==> src/logic/ifu_pkg.sv <==
/* IFU shared definitions
   Widths, queue geometry, memory response, instruction type and write-size codes */
package ifu_pkg;

    // Datapath
    localparam int XLEN   = 32;
    localparam int HALF_W = 16;

    // Instruction queue geometry
    localparam int Q_SIZE_WORD = 2;
    localparam int Q_SIZE_HALF = Q_SIZE_WORD * 2;
    localparam int Q_ADR_W     = $clog2(Q_SIZE_HALF);
    localparam int Q_PTR_W     = Q_ADR_W + 1;               // Extra wrap bit
    localparam int Q_FREE_W_W  = $clog2(Q_SIZE_WORD + 1);

    localparam int TXN_CNT_W   = 3;                         // All ones is the pending limit

    // Memory response codes
    localparam int                RESP_W      = 2;
    localparam logic [RESP_W-1:0] RESP_NOTRDY = 2'd0;
    localparam logic [RESP_W-1:0] RESP_RDY_OK = 2'd1;
    localparam logic [RESP_W-1:0] RESP_RDY_ER = 2'd2;

    // ----------------------------------------
    // Word type, upper half role then lower half role
    localparam int                      INSTR_TYPE_W     = 3;
    localparam logic [INSTR_TYPE_W-1:0] IT_NONE          = 3'd0;
    localparam logic [INSTR_TYPE_W-1:0] IT_RVI_HI_RVI_LO = 3'd1; // Whole aligned RVI
    localparam logic [INSTR_TYPE_W-1:0] IT_RVC_RVC       = 3'd2;
    localparam logic [INSTR_TYPE_W-1:0] IT_RVI_LO_RVC    = 3'd3;
    localparam logic [INSTR_TYPE_W-1:0] IT_RVC_RVI_HI    = 3'd4;
    localparam logic [INSTR_TYPE_W-1:0] IT_RVI_LO_RVI_HI = 3'd5;
    localparam logic [INSTR_TYPE_W-1:0] IT_RVC_NV        = 3'd6; // Lower half skipped
    localparam logic [INSTR_TYPE_W-1:0] IT_RVI_LO_NV     = 3'd7; // Lower half skipped

    // Queue write size
    localparam int                   WR_SIZE_W = 2;
    localparam logic [WR_SIZE_W-1:0] WR_NONE   = 2'b00;
    localparam logic [WR_SIZE_W-1:0] WR_FULL   = 2'b01;     // Both halfwords
    localparam logic [WR_SIZE_W-1:0] WR_HI     = 2'b10;     // Upper halfword only

    // Memory read word, whole or as two halfwords
    typedef union packed {
        logic [XLEN-1:0]            word;
        logic [1:0][HALF_W-1:0]     half;                   // Index 0 is the lower half
    } imem_word_u;

endpackage

==> src/logic/imem_fetch_ctrl.sv <==
/* Instruction memory fetch controller
   Idle/fetch FSM, word address register, pending and discard counters */
`timescale 1ns/10ps

module imem_fetch_ctrl (
    input  logic                            clk,
    input  logic                            rst_n,
    input  logic                            stop_fetch_i,
    input  logic                            pc_new_req_i,
    input  logic [ifu_pkg::XLEN-1:0]        pc_new_i,
    input  logic                            imem_req_ack_i,
    input  logic [ifu_pkg::XLEN-1:0]        imem_rdata_i,
    input  logic [ifu_pkg::RESP_W-1:0]      imem_resp_i,
    input  logic [ifu_pkg::Q_FREE_W_W-1:0]  q_free_words_i,     // After this cycle's read
    output logic                            imem_req_o,
    output logic [ifu_pkg::XLEN-1:0]        imem_addr_o,
    output ifu_pkg::imem_word_u             imem_rdata_o,
    output logic                            resp_ok_vd_o,
    output logic                            resp_er_vd_o
);

    logic                                   fetch_ff;           // 0 idle, 1 fetch
    logic                                   fetch_next;
    logic                                   fetch_req;
    logic                                   stop_req;

    logic                                   resp_ok;
    logic                                   resp_er;
    logic                                   resp_rcvd;
    logic                                   discard_req;
    logic                                   handshake;

    logic [ifu_pkg::XLEN-1:2]               addr_ff;            // Word address
    logic [ifu_pkg::XLEN-1:2]               addr_next;
    logic [ifu_pkg::XLEN-1:2]               addr_inc;

    logic [ifu_pkg::TXN_CNT_W-1:0]          pnd_cnt;
    logic [ifu_pkg::TXN_CNT_W-1:0]          pnd_cnt_next;
    logic [ifu_pkg::TXN_CNT_W-1:0]          vd_pnd_cnt;
    logic                                   pnd_full;
    logic                                   q_has_room;

    logic [ifu_pkg::TXN_CNT_W-1:0]          disc_cnt;
    logic [ifu_pkg::TXN_CNT_W-1:0]          disc_cnt_next;
    logic                                   disc_cnt_upd;

    // ----------------------------------------
    // Response decode
    assign resp_ok      = (imem_resp_i == ifu_pkg::RESP_RDY_OK);
    assign resp_er      = (imem_resp_i == ifu_pkg::RESP_RDY_ER);
    assign resp_rcvd    = resp_ok | resp_er;
    assign discard_req  = |disc_cnt;                            // Stale response in flight
    assign resp_ok_vd_o = resp_ok & ~discard_req;
    assign resp_er_vd_o = resp_er & ~discard_req;
    assign imem_rdata_o.word = imem_rdata_i;

    assign handshake = imem_req_o & imem_req_ack_i;

    // FSM, an accepted error parks it until the next redirect
    assign fetch_req  = pc_new_req_i & ~stop_fetch_i;
    assign stop_req   = stop_fetch_i | (resp_er_vd_o & ~pc_new_req_i);
    assign fetch_next = fetch_ff ? ~stop_req : fetch_req;

    always_ff @(posedge clk or negedge rst_n) begin
        if (!rst_n) begin
            fetch_ff <= 1'b0;
        end else begin
            fetch_ff <= fetch_next;
        end
    end

    // ----------------------------------------
    // Address register, redirect also counts a same-cycle acceptance
    assign addr_inc  = (ifu_pkg::XLEN-2)'(handshake);
    assign addr_next = pc_new_req_i  ? pc_new_i[ifu_pkg::XLEN-1:2] + addr_inc
                     : &addr_ff[5:2] ? addr_ff + addr_inc
                     : {addr_ff[ifu_pkg::XLEN-1:6], addr_ff[5:2] + 4'(handshake)};

    always_ff @(posedge clk or negedge rst_n) begin
        if (!rst_n) begin
            addr_ff <= '0;
        end else if (handshake | pc_new_req_i) begin
            addr_ff <= addr_next;
        end
    end

    // Pending requests, up on acceptance and down on any response
    assign pnd_cnt_next = pnd_cnt + (ifu_pkg::TXN_CNT_W)'(handshake)
                                  - (ifu_pkg::TXN_CNT_W)'(resp_rcvd);
    assign pnd_full     = &pnd_cnt;                             // Limit of 7

    always_ff @(posedge clk or negedge rst_n) begin
        if (!rst_n) begin
            pnd_cnt <= '0;
        end else begin
            pnd_cnt <= pnd_cnt_next;
        end
    end

    // Discard counter swallows responses older than a redirect or an error
    assign disc_cnt_upd  = pc_new_req_i | resp_er | (resp_ok & discard_req);
    assign disc_cnt_next = pc_new_req_i ? pnd_cnt_next - (ifu_pkg::TXN_CNT_W)'(handshake)
                         : resp_er_vd_o ? pnd_cnt_next
                         : disc_cnt - 1'b1;

    always_ff @(posedge clk or negedge rst_n) begin
        if (!rst_n) begin
            disc_cnt <= '0;
        end else if (disc_cnt_upd) begin
            disc_cnt <= disc_cnt_next;
        end
    end

    // ----------------------------------------
    // Request gating against queue room
    assign vd_pnd_cnt = pnd_cnt - disc_cnt;
    assign q_has_room = ((ifu_pkg::TXN_CNT_W)'(q_free_words_i) > vd_pnd_cnt);

    assign imem_req_o  = (pc_new_req_i & ~pnd_full & ~stop_fetch_i)
                       | (fetch_ff     & ~pnd_full & q_has_room);
    assign imem_addr_o = pc_new_req_i ? {pc_new_i[ifu_pkg::XLEN-1:2], 2'b00}
                                      : {addr_ff, 2'b00};

endmodule

==> src/logic/instr_split_decoder.sv <==
/* Halfword split decoder
   Classifies each accepted read word into instruction parts, picks queue write size */
`timescale 1ns/10ps

module instr_split_decoder (
    input  logic                            clk,
    input  logic                            rst_n,
    input  logic                            pc_new_req_i,
    input  logic [ifu_pkg::XLEN-1:0]        pc_new_i,
    input  ifu_pkg::imem_word_u             imem_rdata_i,
    input  logic                            resp_ok_vd_i,
    input  logic                            resp_er_vd_i,
    output logic [ifu_pkg::WR_SIZE_W-1:0]   wr_size_o,
    output logic                            new_pc_unaligned_o
);

    logic                                   resp_vd;
    logic                                   hi_is_rvi;
    logic                                   lo_is_rvi;
    logic [ifu_pkg::INSTR_TYPE_W-1:0]       instr_type;
    logic                                   hi_rvi_lo_ff;       // RVI began in last upper half
    logic                                   hi_rvi_lo_next;

    assign resp_vd   = resp_ok_vd_i | resp_er_vd_i;
    assign hi_is_rvi = &imem_rdata_i.half[1][1:0];              // Low bits 11 start an RVI
    assign lo_is_rvi = &imem_rdata_i.half[0][1:0];

    // ----------------------------------------
    // Unaligned redirect, first word only carries its upper half
    always_ff @(posedge clk or negedge rst_n) begin
        if (!rst_n) begin
            new_pc_unaligned_o <= 1'b0;
        end else if (pc_new_req_i) begin
            new_pc_unaligned_o <= pc_new_i[1];
        end else if (resp_vd) begin
            new_pc_unaligned_o <= 1'b0;
        end
    end

    // Word classification
    always_comb begin
        instr_type = ifu_pkg::IT_NONE;
        if (resp_ok_vd_i) begin
            if (new_pc_unaligned_o) begin
                instr_type = hi_is_rvi ? ifu_pkg::IT_RVI_LO_NV : ifu_pkg::IT_RVC_NV;
            end else if (hi_rvi_lo_ff) begin                    // Lower half ends an RVI
                instr_type = hi_is_rvi ? ifu_pkg::IT_RVI_LO_RVI_HI : ifu_pkg::IT_RVC_RVI_HI;
            end else if (lo_is_rvi) begin
                instr_type = ifu_pkg::IT_RVI_HI_RVI_LO;
            end else begin
                instr_type = hi_is_rvi ? ifu_pkg::IT_RVI_LO_RVC : ifu_pkg::IT_RVC_RVC;
            end
        end
    end

    // Upper half opens an RVI that ends in the next word
    assign hi_rvi_lo_next = (instr_type == ifu_pkg::IT_RVI_LO_NV)
                          | (instr_type == ifu_pkg::IT_RVI_LO_RVI_HI)
                          | (instr_type == ifu_pkg::IT_RVI_LO_RVC);

    always_ff @(posedge clk or negedge rst_n) begin
        if (!rst_n) begin
            hi_rvi_lo_ff <= 1'b0;
        end else if (pc_new_req_i) begin
            hi_rvi_lo_ff <= 1'b0;
        end else if (resp_vd) begin
            hi_rvi_lo_ff <= hi_rvi_lo_next;
        end
    end

    // ----------------------------------------
    // Queue write size
    always_comb begin
        wr_size_o = ifu_pkg::WR_NONE;
        if (resp_ok_vd_i) begin
            case (instr_type)
                ifu_pkg::IT_RVC_NV,
                ifu_pkg::IT_RVI_LO_NV : wr_size_o = ifu_pkg::WR_HI;
                default               : wr_size_o = ifu_pkg::WR_FULL;
            endcase
        end else if (resp_er_vd_i) begin
            wr_size_o = ifu_pkg::WR_FULL;                       // Both halves flagged faulty
        end
    end

endmodule

==> src/logic/instr_queue.sv <==
/* Instruction queue
   Four halfword slots with fault flags, pointers, status and instruction assembly */
`timescale 1ns/10ps

module instr_queue (
    input  logic                            clk,
    input  logic                            rst_n,
    input  logic                            pc_new_req_i,
    input  logic                            stop_fetch_i,
    input  ifu_pkg::imem_word_u             imem_rdata_i,
    input  logic                            resp_er_vd_i,
    input  logic [ifu_pkg::WR_SIZE_W-1:0]   wr_size_i,
    input  logic                            new_pc_unaligned_i,
    input  logic                            dec_rdy_i,
    output logic [ifu_pkg::Q_FREE_W_W-1:0]  q_free_words_o,
    output logic [ifu_pkg::XLEN-1:0]        instr_o,
    output logic                            imem_err_o,
    output logic                            err_rvi_hi_o,
    output logic                            instr_vd_o
);

    logic [ifu_pkg::HALF_W-1:0]             q_data [ifu_pkg::Q_SIZE_HALF];
    logic                                   q_err  [ifu_pkg::Q_SIZE_HALF];

    logic [ifu_pkg::Q_PTR_W-1:0]            wptr;
    logic [ifu_pkg::Q_PTR_W-1:0]            wptr_next;
    logic [ifu_pkg::Q_PTR_W-1:0]            rptr;
    logic [ifu_pkg::Q_PTR_W-1:0]            rptr_next;
    logic [ifu_pkg::Q_ADR_W-1:0]            wr_adr;
    logic [ifu_pkg::Q_ADR_W-1:0]            rd_adr;

    logic                                   flush;
    logic                                   wr_none;
    logic                                   wr_full;
    logic                                   wr_en;
    logic                                   rd_vd;
    logic                                   rd_hword;

    logic [ifu_pkg::HALF_W-1:0]             data_head;
    logic [ifu_pkg::HALF_W-1:0]             data_next;
    logic                                   err_head;
    logic                                   err_next;
    logic                                   head_is_rvi;

    logic [ifu_pkg::Q_PTR_W-1:0]            ocpd_h;             // Occupied halfwords
    logic [ifu_pkg::Q_PTR_W-1:0]            free_h_next;
    logic                                   is_empty;
    logic                                   one_ocpd_hw;

    assign flush   = pc_new_req_i | stop_fetch_i;
    assign wr_none = (wr_size_i == ifu_pkg::WR_NONE);
    assign wr_full = (wr_size_i == ifu_pkg::WR_FULL);
    assign wr_en   = ~wr_none & ~flush;

    // ----------------------------------------
    // Pointers, cleared by redirect or stop
    assign rd_vd    = instr_vd_o & dec_rdy_i;
    assign rd_hword = ~head_is_rvi | err_head;                  // Faulted head goes alone

    assign wptr_next = flush  ? '0
                     : wr_en  ? wptr + (wr_full ? 2'd2 : 2'd1)
                     : wptr;
    assign rptr_next = flush  ? '0
                     : rd_vd  ? rptr + (rd_hword ? 2'd1 : 2'd2)
                     : rptr;

    always_ff @(posedge clk or negedge rst_n) begin
        if (!rst_n) begin
            wptr <= '0;
            rptr <= '0;
        end else begin
            wptr <= wptr_next;
            rptr <= rptr_next;
        end
    end

    assign wr_adr = wptr[ifu_pkg::Q_ADR_W-1:0];
    assign rd_adr = rptr[ifu_pkg::Q_ADR_W-1:0];

    // Slot storage, first slot takes the upper half after an unaligned redirect
    always_ff @(posedge clk) begin
        if (wr_en) begin
            q_data[wr_adr] <= imem_rdata_i.half[new_pc_unaligned_i];
            q_err[wr_adr]  <= resp_er_vd_i;
            if (wr_full) begin
                q_data[wr_adr + 1'b1] <= imem_rdata_i.half[1];
                q_err[wr_adr + 1'b1]  <= resp_er_vd_i;
            end
        end
    end

    assign data_head   = q_data[rd_adr];
    assign data_next   = q_data[rd_adr + 1'b1];
    assign err_head    = q_err[rd_adr];
    assign err_next    = q_err[rd_adr + 1'b1];
    assign head_is_rvi = &data_head[1:0];

    // ----------------------------------------
    // Status
    assign ocpd_h         = wptr - rptr;
    assign free_h_next    = (ifu_pkg::Q_PTR_W)'(ifu_pkg::Q_SIZE_HALF) - (wptr - rptr_next);
    assign q_free_words_o = free_h_next[ifu_pkg::Q_PTR_W-1:1];  // Whole words only
    assign is_empty       = (rptr == wptr);
    assign one_ocpd_hw    = (ocpd_h == (ifu_pkg::Q_PTR_W)'(1));

    // Decoder side flags
    always_comb begin
        instr_vd_o   = 1'b0;
        imem_err_o   = 1'b0;
        err_rvi_hi_o = 1'b0;
        if (!is_empty) begin
            if (one_ocpd_hw) begin                              // RVI tail not yet here
                instr_vd_o = ~head_is_rvi | err_head;
                imem_err_o = err_head;
            end else begin
                instr_vd_o   = 1'b1;
                imem_err_o   = err_head | (head_is_rvi & err_next);
                err_rvi_hi_o = ~err_head & head_is_rvi & err_next;
            end
        end
    end

    // Output instruction, RVC zero-extended
    assign instr_o = head_is_rvi ? {data_next, data_head}
                                 : {{ifu_pkg::HALF_W{1'b0}}, data_head};

endmodule

==> src/logic/ifu_top.sv <==
/* Instruction fetch unit top
   Memory fetch controller, halfword split decoder and instruction queue */
`timescale 1ns/10ps

module ifu_top (
    input  logic                            clk,
    input  logic                            rst_n,
    input  logic                            stop_fetch_i,
    // Instruction memory
    input  logic                            imem_req_ack_i,
    input  logic [ifu_pkg::XLEN-1:0]        imem_rdata_i,
    input  logic [ifu_pkg::RESP_W-1:0]      imem_resp_i,
    output logic                            imem_req_o,
    output logic [ifu_pkg::XLEN-1:0]        imem_addr_o,
    // Redirect from the core
    input  logic                            pc_new_req_i,
    input  logic [ifu_pkg::XLEN-1:0]        pc_new_i,
    // Decoder side
    input  logic                            dec_rdy_i,
    output logic [ifu_pkg::XLEN-1:0]        instr_o,
    output logic                            imem_err_o,
    output logic                            err_rvi_hi_o,
    output logic                            instr_vd_o
);

    logic                                   resp_ok_vd;         // Accepted OK response
    logic                                   resp_er_vd;         // Accepted ER response
    ifu_pkg::imem_word_u                    imem_rdata;
    logic [ifu_pkg::Q_FREE_W_W-1:0]         q_free_words;
    logic [ifu_pkg::WR_SIZE_W-1:0]          wr_size;
    logic                                   new_pc_unaligned;

    imem_fetch_ctrl u_fetch_ctrl (
        .clk            (clk),
        .rst_n          (rst_n),
        .stop_fetch_i   (stop_fetch_i),
        .pc_new_req_i   (pc_new_req_i),
        .pc_new_i       (pc_new_i),
        .imem_req_ack_i (imem_req_ack_i),
        .imem_rdata_i   (imem_rdata_i),
        .imem_resp_i    (imem_resp_i),
        .q_free_words_i (q_free_words),
        .imem_req_o     (imem_req_o),
        .imem_addr_o    (imem_addr_o),
        .imem_rdata_o   (imem_rdata),
        .resp_ok_vd_o   (resp_ok_vd),
        .resp_er_vd_o   (resp_er_vd)
    );

    instr_split_decoder u_split_dec (
        .clk                (clk),
        .rst_n              (rst_n),
        .pc_new_req_i       (pc_new_req_i),
        .pc_new_i           (pc_new_i),
        .imem_rdata_i       (imem_rdata),
        .resp_ok_vd_i       (resp_ok_vd),
        .resp_er_vd_i       (resp_er_vd),
        .wr_size_o          (wr_size),
        .new_pc_unaligned_o (new_pc_unaligned)
    );

    instr_queue u_instr_queue (
        .clk                (clk),
        .rst_n              (rst_n),
        .pc_new_req_i       (pc_new_req_i),
        .stop_fetch_i       (stop_fetch_i),
        .imem_rdata_i       (imem_rdata),
        .resp_er_vd_i       (resp_er_vd),
        .wr_size_i          (wr_size),
        .new_pc_unaligned_i (new_pc_unaligned),
        .dec_rdy_i          (dec_rdy_i),
        .q_free_words_o     (q_free_words),
        .instr_o            (instr_o),
        .imem_err_o         (imem_err_o),
        .err_rvi_hi_o       (err_rvi_hi_o),
        .instr_vd_o         (instr_vd_o)
    );

endmodule

==> config.mk <==
export PLATFORM = sky130hd
export DESIGN_NAME = ifu_top
export DESIGN_NICKNAME = d
export VERILOG_FILES = /design/src/logic/ifu_pkg.sv /design/src/logic/imem_fetch_ctrl.sv /design/src/logic/instr_split_decoder.sv /design/src/logic/instr_queue.sv /design/src/logic/ifu_top.sv
export SDC_FILE = /design/constraint.sdc
export NUM_CORES = 1
export LEC_CHECK = 0
export BUFFER_PORTS_ARGS = -buffer_cell sky130_fd_sc_hd__buf_2
export CAP_MARGIN = 20
export CORE_AREA = 2 2 143 145
export DETAILED_ROUTE_END_ITERATION = 12
export DIE_AREA = 0 0 145 147
export GPL_ROUTABILITY_DRIVEN = 0
export PLACE_DENSITY = 0.71
export REMOVE_ABC_BUFFERS = 1
export SYNTH_ARGS = -nofsm -noshare
export SYNTH_HDL_FRONTEND = slang
export SYNTH_SLANG_ARGS = --single-unit
==> constraint.sdc <==
create_clock -name clk -period 16.6 [get_ports clk]
set_input_delay 1.66 -clock clk [delete_from_list [all_inputs] [get_ports clk]]
set_output_delay 1.66 -clock clk [all_outputs]
set_load 0.01 [all_outputs]
=== Word level (Yosys, flattened, before mapping) ===
Memories as Yosys holds them, arrays and structs flattened.
Cells that the tools add are included.

* Flip-flop bits (word level): 45
* RAM bits: 68
* Input bits: 72
* Output and inout bits: 68
* Memories: 2

* $add $sub $neg: 15
* Order comparisons: 2
* Equality and inequality tests: 9
* Muxes and demuxes: 40
* Bitwise operators: 36
* Reductions and logical operators: 12

{| class="wikitable"
|+ Memory list
! memory !! words !! width !! read ports !! clocked after Yosys merged registers in !! wr ports !! RTL line !! text
|-
| u_instr_queue.q_data || 4 || 16 || 2 || 0 || 2 || instr_queue.sv:22 || <nowiki>logic [ifu_pkg::HALF_W-1:0] q_data [ifu_pkg::Q_SIZE_HALF];</nowiki>
|-
| u_instr_queue.q_err || 4 || 1 || 2 || 0 || 2 || instr_queue.sv:23 || <nowiki>logic q_err [ifu_pkg::Q_SIZE_HALF];</nowiki>
|}

{| class="wikitable"
|+ Operators by type and width
! cell !! count
|-
| $mux W32 || 2
|-
| $add A30 B1 Y30 || 2
|-
| $mux W30 || 2
|-
| $mux W16 || 2
|-
| $mux W3 || 10
|-
| $mux W1 || 20
|-
| $and A1 B1 Y1 || 15
|-
| $or A1 B1 Y1 || 12
|-
| $eq A3 B3 Y1 const B || 3
|-
| $not A1 Y1 || 9
|-
| $sub A3 B3 Y3 || 3
|-
| $mux W2 || 4
|-
| $reduce_and A2 Y1 || 4
|-
| $add A3 B3 Y3 || 2
|-
| $reduce_bool A2 Y1 || 3
|-
| $sub A3 B1 Y3 || 2
|-
| $add A2 B1 Y2 const B || 2
|-
| $add A4 B1 Y4 || 1
|-
| $eq A2 B1 Y1 const B || 2
|-
| $reduce_and A4 Y1 || 1
|-
| $add A3 B1 Y3 || 1
|-
| $eq A3 B1 Y1 const B || 1
|-
| $eq A3 B2 Y1 const B || 1
|-
| $eq A3 B3 Y1 || 1
|-
| other kinds (9) || 9
|}

=== Depth between registers and ports, before layout ===
An unclocked memory read counts as a cell.

* Word-level depth: 19
* Depth in mapped cells: 30
* Gate-level depth less buffers: 30

=== By module ===
A second synthesis with hierarchy kept.

* Cells, all modules: 773
* Area total of the unflattened synthesis: 8348.0 µm²

{| class="wikitable"
|+ By module, submodules not included
! module !! times used !! cells each !! area an instance (µm²) !! seq. area each (µm²)
|-
| instr_queue || 1 || 299 || 4455.5 || 2192.1
|-
| imem_fetch_ctrl || 1 || 468 || 3832.4 || 925.9
|-
| instr_split_decoder || 1 || 6 || 60.1 || 25.0
|}

=== Worst setup path before layout ===
Ideal clock, no wire load.

* Path type: reg2reg
* Start: reg u_instr_queue.wptr[1] in the netlist's numbering
* End: reg u_fetch_ctrl.disc_cnt[2] in the netlist's numbering
* Setup time: 125 ps
* Data arrival time: 6076 ps
* Data required time: 16475 ps
* Path slack: 10399 ps
* Cell stages (with the launch flop): 30
* Path buffers: 1
* Clock period less this slack: 6201 ps
* Path through: dfrtp_1 -> clkbuf_1 -> inv_1 -> fa_1 -> or3b_2 -> mux2i_1 -> a311oi_4 -> a21oi_1 -> nor2_1 -> ha_1 -> ha_1 -> xor2_1 -> xnor2_1 -> xnor2_1 -> ha_1 -> a21boi_0 -> o211ai_1 -> a21oi_2 -> inv_1 -> ha_1 -> inv_1 -> ha_1 -> inv_1 -> fa_1 -> xor2_1 -> xnor2_1 -> inv_1 -> a21oi_1 -> o21ai_0 -> mux2_2

* Longest elaborated chain between the ends: 17

{| class="wikitable"
|+ Ends and longest elaborated chain
! element !! RTL line !! text
|-
| start, declared || instr_queue.sv:25 || <nowiki>logic [ifu_pkg::Q_PTR_W-1:0] wptr;</nowiki>
|-
| start signal, assigned || instr_queue.sv:72 || <nowiki>wptr <= wptr_next;</nowiki>
|-
| $sub A3 B3 Y3 || instr_queue.sv:100 || <nowiki>assign ocpd_h = wptr - rptr;</nowiki>
|-
| $eq A3 B1 Y1 || instr_queue.sv:104 || <nowiki>assign one_ocpd_hw = (ocpd_h == (ifu_pkg::Q_PTR_W)'(1));</nowiki>
|-
| $mux W1 || instr_queue.sv:112 || <nowiki>if (one_ocpd_hw) begin</nowiki>
|-
| $mux W1 (*) || instr_queue.sv:111 || <nowiki>if (!is_empty) begin</nowiki>
|-
| $and A1 B1 Y1 (*) || instr_queue.sv:57 || <nowiki>assign rd_vd = instr_vd_o & dec_rdy_i;</nowiki>
|-
| $mux W3 (*) || instr_queue.sv:64 || <nowiki>: rd_vd ? rptr + (rd_hword ? 2'd1 : 2'd2)</nowiki>
|-
| $mux W3 (*) || instr_queue.sv:63 || <nowiki>assign rptr_next = flush ? '0</nowiki>
|-
| named net u_instr_queue.rptr_next (one bit) || instr_queue.sv:28 || <nowiki>logic [ifu_pkg::Q_PTR_W-1:0] rptr_next;</nowiki>
|-
| (+3 left out) || -- ||
|-
| $and A1 B1 Y1 (*) || imem_fetch_ctrl.sv:120 || <nowiki>| (fetch_ff & ~pnd_full & q_has_room);</nowiki>
|-
| $or A1 B1 Y1 (*) || imem_fetch_ctrl.sv:120 ||
|-
| $and A1 B1 Y1 (*) || imem_fetch_ctrl.sv:57 || <nowiki>assign handshake = imem_req_o & imem_req_ack_i;</nowiki>
|-
| $add A3 B1 Y3 (*) || imem_fetch_ctrl.sv:88 || <nowiki>assign pnd_cnt_next = pnd_cnt + (ifu_pkg::TXN_CNT_W)'(handshake)</nowiki>
|-
| $sub A3 B1 Y3 (*) || imem_fetch_ctrl.sv:89 || <nowiki>- (ifu_pkg::TXN_CNT_W)'(resp_rcvd);</nowiki>
|-
| named net u_fetch_ctrl.pnd_cnt_next (one bit) || imem_fetch_ctrl.sv:38 || <nowiki>logic [ifu_pkg::TXN_CNT_W-1:0] pnd_cnt_next;</nowiki>
|-
| $sub A3 B1 Y3 / $mux W3 (equally long branches) || imem_fetch_ctrl.sv:102, imem_fetch_ctrl.sv:103 ||
|-
| $mux W3 (*) || imem_fetch_ctrl.sv:102 || <nowiki>assign disc_cnt_next = pc_new_req_i ? pnd_cnt_next - (ifu_pkg::TXN_CNT_W)'(handshake)</nowiki>
|-
| end signal, assigned || imem_fetch_ctrl.sv:110 || <nowiki>disc_cnt <= disc_cnt_next;</nowiki>
|-
| end, declared || imem_fetch_ctrl.sv:43 || <nowiki>logic [ifu_pkg::TXN_CNT_W-1:0] disc_cnt;</nowiki>
|}

Mark *: on every way through the listed nets, which the timed path passes. The rest lies on a longest branch.
A chain may end at the register's enable or synchronous reset.

=== Worst setup path in the final report ===
* Start: reg u_instr_queue.rptr[0] in the netlist's numbering
* End: reg u_fetch_ctrl.addr_ff[28] in the netlist's numbering

* Longest elaborated chain between the ends: 18

{| class="wikitable"
|+ Ends and longest elaborated chain
! element !! RTL line !! text
|-
| start, declared || instr_queue.sv:27 || <nowiki>logic [ifu_pkg::Q_PTR_W-1:0] rptr;</nowiki>
|-
| start signal, assigned || instr_queue.sv:73 || <nowiki>rptr <= rptr_next;</nowiki>
|-
| parallel branches: the longest is 7 deep, another holds $mem_v2 Z4 W16 || -- ||
|-
| $mux W3 (*) || instr_queue.sv:64 ||
|-
| $mux W3 (*) || instr_queue.sv:63 ||
|-
| named net u_instr_queue.rptr_next (one bit) || instr_queue.sv:28 ||
|-
| $sub A3 B3 Y3 (*) (2 in series) || instr_queue.sv:101 || <nowiki>assign free_h_next = (ifu_pkg::Q_PTR_W)'(ifu_pkg::Q_SIZE_HALF) - (wptr - rptr_next);</nowiki>
|-
| $gt A2 B3 Y1 (*) || imem_fetch_ctrl.sv:117 || <nowiki>assign q_has_room = ((ifu_pkg::TXN_CNT_W)'(q_free_words_i) > vd_pnd_cnt);</nowiki>
|-
| $and A1 B1 Y1 (*) || imem_fetch_ctrl.sv:120 ||
|-
| $or A1 B1 Y1 (*) || imem_fetch_ctrl.sv:120 ||
|-
| $and A1 B1 Y1 (*) || imem_fetch_ctrl.sv:57 ||
|-
| $add A30 B1 Y30 || imem_fetch_ctrl.sv:76 || <nowiki>: &addr_ff[5:2] ? addr_ff + addr_inc</nowiki>
|-
| $mux W30 || imem_fetch_ctrl.sv:76 ||
|-
| $mux W30 || imem_fetch_ctrl.sv:75 || <nowiki>assign addr_next = pc_new_req_i ? pc_new_i[ifu_pkg::XLEN-1:2] + addr_inc</nowiki>
|-
| end signal, assigned || imem_fetch_ctrl.sv:83 || <nowiki>addr_ff <= addr_next;</nowiki>
|-
| end, declared || imem_fetch_ctrl.sv:33 || <nowiki>logic [ifu_pkg::XLEN-1:2] addr_ff;</nowiki>
|}

Mark *: on every way through the listed nets, which the timed path passes. The select of a mux whose other input is x is not followed.

==> flow_summary.toml <==
[outcome]
status = "finished, final reports clean"

[synthesis]
synth.distinct_cells = 68
yosys_warnings = 0
synthArstFlopShare_pct = 39.3
ys_seq_area_share_pct = 40.2
synth_edf_count = 68
ys_seq_elements = 112
syn_area_um2 = 7830
syn_area_per_cell_um2 = 11.4
synth_cells = 688
synth_top_flop_cell = "edfxtp_1"

[route]
ant_nets = 0
via_per_inst = 5.53
vias = 6014
drc = 0
wirelength_um = 18800
first_iter_violations = 362
wl_per_cell_um = 17.3
drtPass1Iterations = 6

[worst_hold_path]
hold_depth = 2
hp-start = "u_fetch_ctrl.fetch_ff"
hold-path-endpoint = "u_fetch_ctrl.fetch_ff"
hp-class = "flip-flop to flip-flop"

[cells_and_area]
multi_input_area_um2 = 4420
syn2layout_area_growth_pct = 16.2
final_nets = 908
drive_gt1_share_pct = 36.0
fillers = 1823
final_util_pct = 45.8
layout_common_cells = "buf_2, mux2_2, edfxtp_1, nand2_1, dfrtp_1"
layout_commonest_cell = "buf_2"
seq_area_um2 = 3140

[global_route]
grt_pass1_vias = 5991
grt_max_degree = 77
antenna_found_initial = 2
grt_pass1_wl_um = 30500
grt_util_all_layers_pct = 17.6
grt_overflow = 0

[worst_setup_path]
cpMostUsedCell = "ha_1"
ff2ff_path_depth = 24
slowest_delay_ns = 0.96
worstPathCellList = "buf_4, mux4_1, and2_4, and2_1, xnor2_1, ha_1, a21oi_1, nor2_1, ha_1, ha_1, xor2_1, xnor2_1, xnor2_1, ha_1, a21boi_0, o211ai_1, a21oi_2, ha_1, ha_1, nand3_1, or4_1, nor2_1, xor2_1, a211o_1"
critPathCaptureType = "flip-flop"
slowest_stage = "mux4_1"
regToRegSetupSlack_ns = 9.21
required_ns = 16.85
r2r_start = "u_instr_queue.rptr[0]"
crit_family = "simple AND/OR/NAND/NOR gates"
path_depth = 24
criticalPathCategory = "flip-flop to flip-flop"
path_buf_inv = 1
crit_arrival_ns = 7.64
cp_max_fo = 40
rr_endpoint = "u_fetch_ctrl.addr_ff[28]"
start_kind = "flip-flop"

[timing]
worst_pin_slew_ns = 1.04
finalHoldViolCount = 0
max_freq_mhz = 135
fin_crit_sh_pct = 44.5
fin_skew_ns = 0.0132
finalCriticalPeriod_ns = 7.39
rsz0062_at_grt = "false"
finalMaxSlewViolations = 0
holdWs_ns = 0.518
relSlewSlack_pct = 30.9
tns_ns = 0
setup_viol_count_final = 0

[power_and_ir_drop]
pwr-share-comb_pct = 28.8
p_leak_nw = 3.57
powerDensity_nw_per_um2 = 88.8
switchingPower_mw = 0.265
seqPwrFrac_pct = 42.8
p_int_mw = 0.543
p_clk_share_pct = 28.4
ir_drop_mv = 0.0490
netSwitchingFraction_pct = 32.8
p_total_mw = 0.807

[die]
placementRows = 52
die_x_um = 145
ios = 140
core_um2 = 19800
start_util_pct = 39.4
die_y_um = 147
die-area_um2 = 21300

[cts]
root_buffer = "clkbuf_16"
post_cts.repair.setup_buffers = 0
htreeDepth = 3
clock_sinks = 112
clk_pin_slew_ns = 0.09
cts_hold_buffers = 0
clockBufferDepth = 2
cts_buffers = 9
clk_latency_ns = 0.36
ctsResizeCount = 0
cts_tree = "yes"

[placement]
portBuffers = 136
hpwl_um = 13200

[run]
maxCapViolCount = 0
## flip-flops by register name (all words and copies together) (netlist names)
signal,flops
u_instr_queue.q_err,4
u_fetch_ctrl.disc_cnt,3
u_instr_queue.wptr,3
u_split_dec.new_pc_unaligned_o,1
u_instr_queue.rptr,3
u_fetch_ctrl.pnd_cnt,3
u_fetch_ctrl.addr_ff,30
u_instr_queue.q_data,64
u_fetch_ctrl.fetch_ff,1
## worst max path at each step
stage                                           to                   from
after global placement    u_fetch_ctrl.addr_ff[28]  u_instr_queue.rptr[0]
after floorplan           u_fetch_ctrl.disc_cnt[2]  u_instr_queue.rptr[0]
after CTS                 u_fetch_ctrl.addr_ff[28]  u_instr_queue.rptr[0]
after global routing      u_fetch_ctrl.addr_ff[28]  u_instr_queue.rptr[0]
final                     u_fetch_ctrl.addr_ff[28]  u_instr_queue.rptr[0]
after detailed placement  u_fetch_ctrl.addr_ff[28]  u_instr_queue.rptr[0]
## area by class of cell
cell class,instances,share of cell area [%]
diodes,1,0.0275
clock buffers,9,2.48
clock inverters,7,0.977
inverters,29,1.20
multi-input cells,512,48.6
flip-flops and latches,112,34.6
well taps,270,3.71
repair buffers,147,8.39
## layer usage
metal	wire length, um	global-route usage, %	part of all wire, %
met5	13	0	0.069
met2	9040	30.7	48
met4	310	5.05	1.6
met3	1310	3.32	6.9
met1	8160	22.5	43
## worst register-to-register path, stage by stage (launching register included)
cell and delay [ns]:
dfrtp_2 0.35, buf_4 0.54, mux4_1 0.97, and2_4 0.33, and2_1 0.17, xnor2_1 0.13
ha_1 0.29, a21oi_1 0.14, nor2_1 0.08, ha_1 0.31, ha_1 0.21, xor2_1 0.15
xnor2_1 0.13, xnor2_1 0.26, ha_1 0.29, a21boi_0 0.24, o211ai_1 0.24, a21oi_2 0.40
ha_1 0.31, ha_1 0.24, nand3_1 0.29, or4_1 0.65, nor2_1 0.18, xor2_1 0.08
a211o_1 0.29
## cells in the mapped netlist, types with 3 or more instances
library cell | number | area (um2)
nor4_1 | 4 | 25.0
clkbuf_1 | 14 | 52.6
nand2_1 | 56 | 210
nor3_1 | 10 | 50.1
nor2b_1 | 6 | 37.5
buf_1 | 7 | 26.3
a21oi_1 | 16 | 80.1
a31oi_1 | 7 | 43.8
mux2_2 | 90 | 1010
nor2_1 | 34 | 128
xnor2_1 | 20 | 175
mux4_2 | 26 | 586
ha_1 | 21 | 263
mux4_1 | 6 | 158
nand3_1 | 27 | 135
dfrtp_1 | 44 | 1100
fa_1 | 4 | 80.1
and4_1 | 5 | 43.8
or3_1 | 4 | 25.0
xor2_1 | 34 | 298
o211ai_1 | 6 | 45.0
edfxtp_1 | 68 | 2040
mux2i_1 | 15 | 150
o21ai_0 | 26 | 130
o221ai_1 | 3 | 26.3
nand4_1 | 16 | 100
nand2b_1 | 5 | 31.3
inv_1 | 28 | 105
a22oi_1 | 3 | 22.5
and3_1 | 28 | 175
buf_2 | 10 | 50.1
## power groups by stage
| stage | Combinational, mW | Clock (mW) | Sequential [mW] |
|---|---|---|---|
| after floorplan | 0.167 | 0 | 0.344 |
| after global placement | 0.229 | 0 | 0.351 |
| after detailed placement | 0.234 | 0 | 0.351 |
| after CTS | 0.235 | 0.234 | 0.346 |
| after global routing | 0.263 | 0.244 | 0.350 |
| final | 0.233 | 0.229 | 0.346 |
## logic make-up after synthesis
| kind of cell | count (synthesis) | synth area share [%] |
|---|---|---|
| buffers and inverters | 65 | 3.50 |
| and+or+nand+nor | 207 | 13.7 |
| adders and majority gates | 25 | 4.38 |
| muxes | 137 | 24.4 |
| xor gates and xnor gates | 55 | 6.35 |
| DFF | 112 | 40.2 |
| other | 1 | 0.0479 |
| AOI/OAI and AO/OA | 86 | 7.50 |
## stage by stage
stage	std cells	instance area, um2	setup slack, ns
floorplan	653	7660	9.44
global placement	1070	8780	9.33
detailed placement	1070	8780	9.22
CTS	1086	9090	9.17
global route	1087	9090	8.70
finish	1087	9090	9.21
No activity file was read; power rests on OpenSTA's default activity.
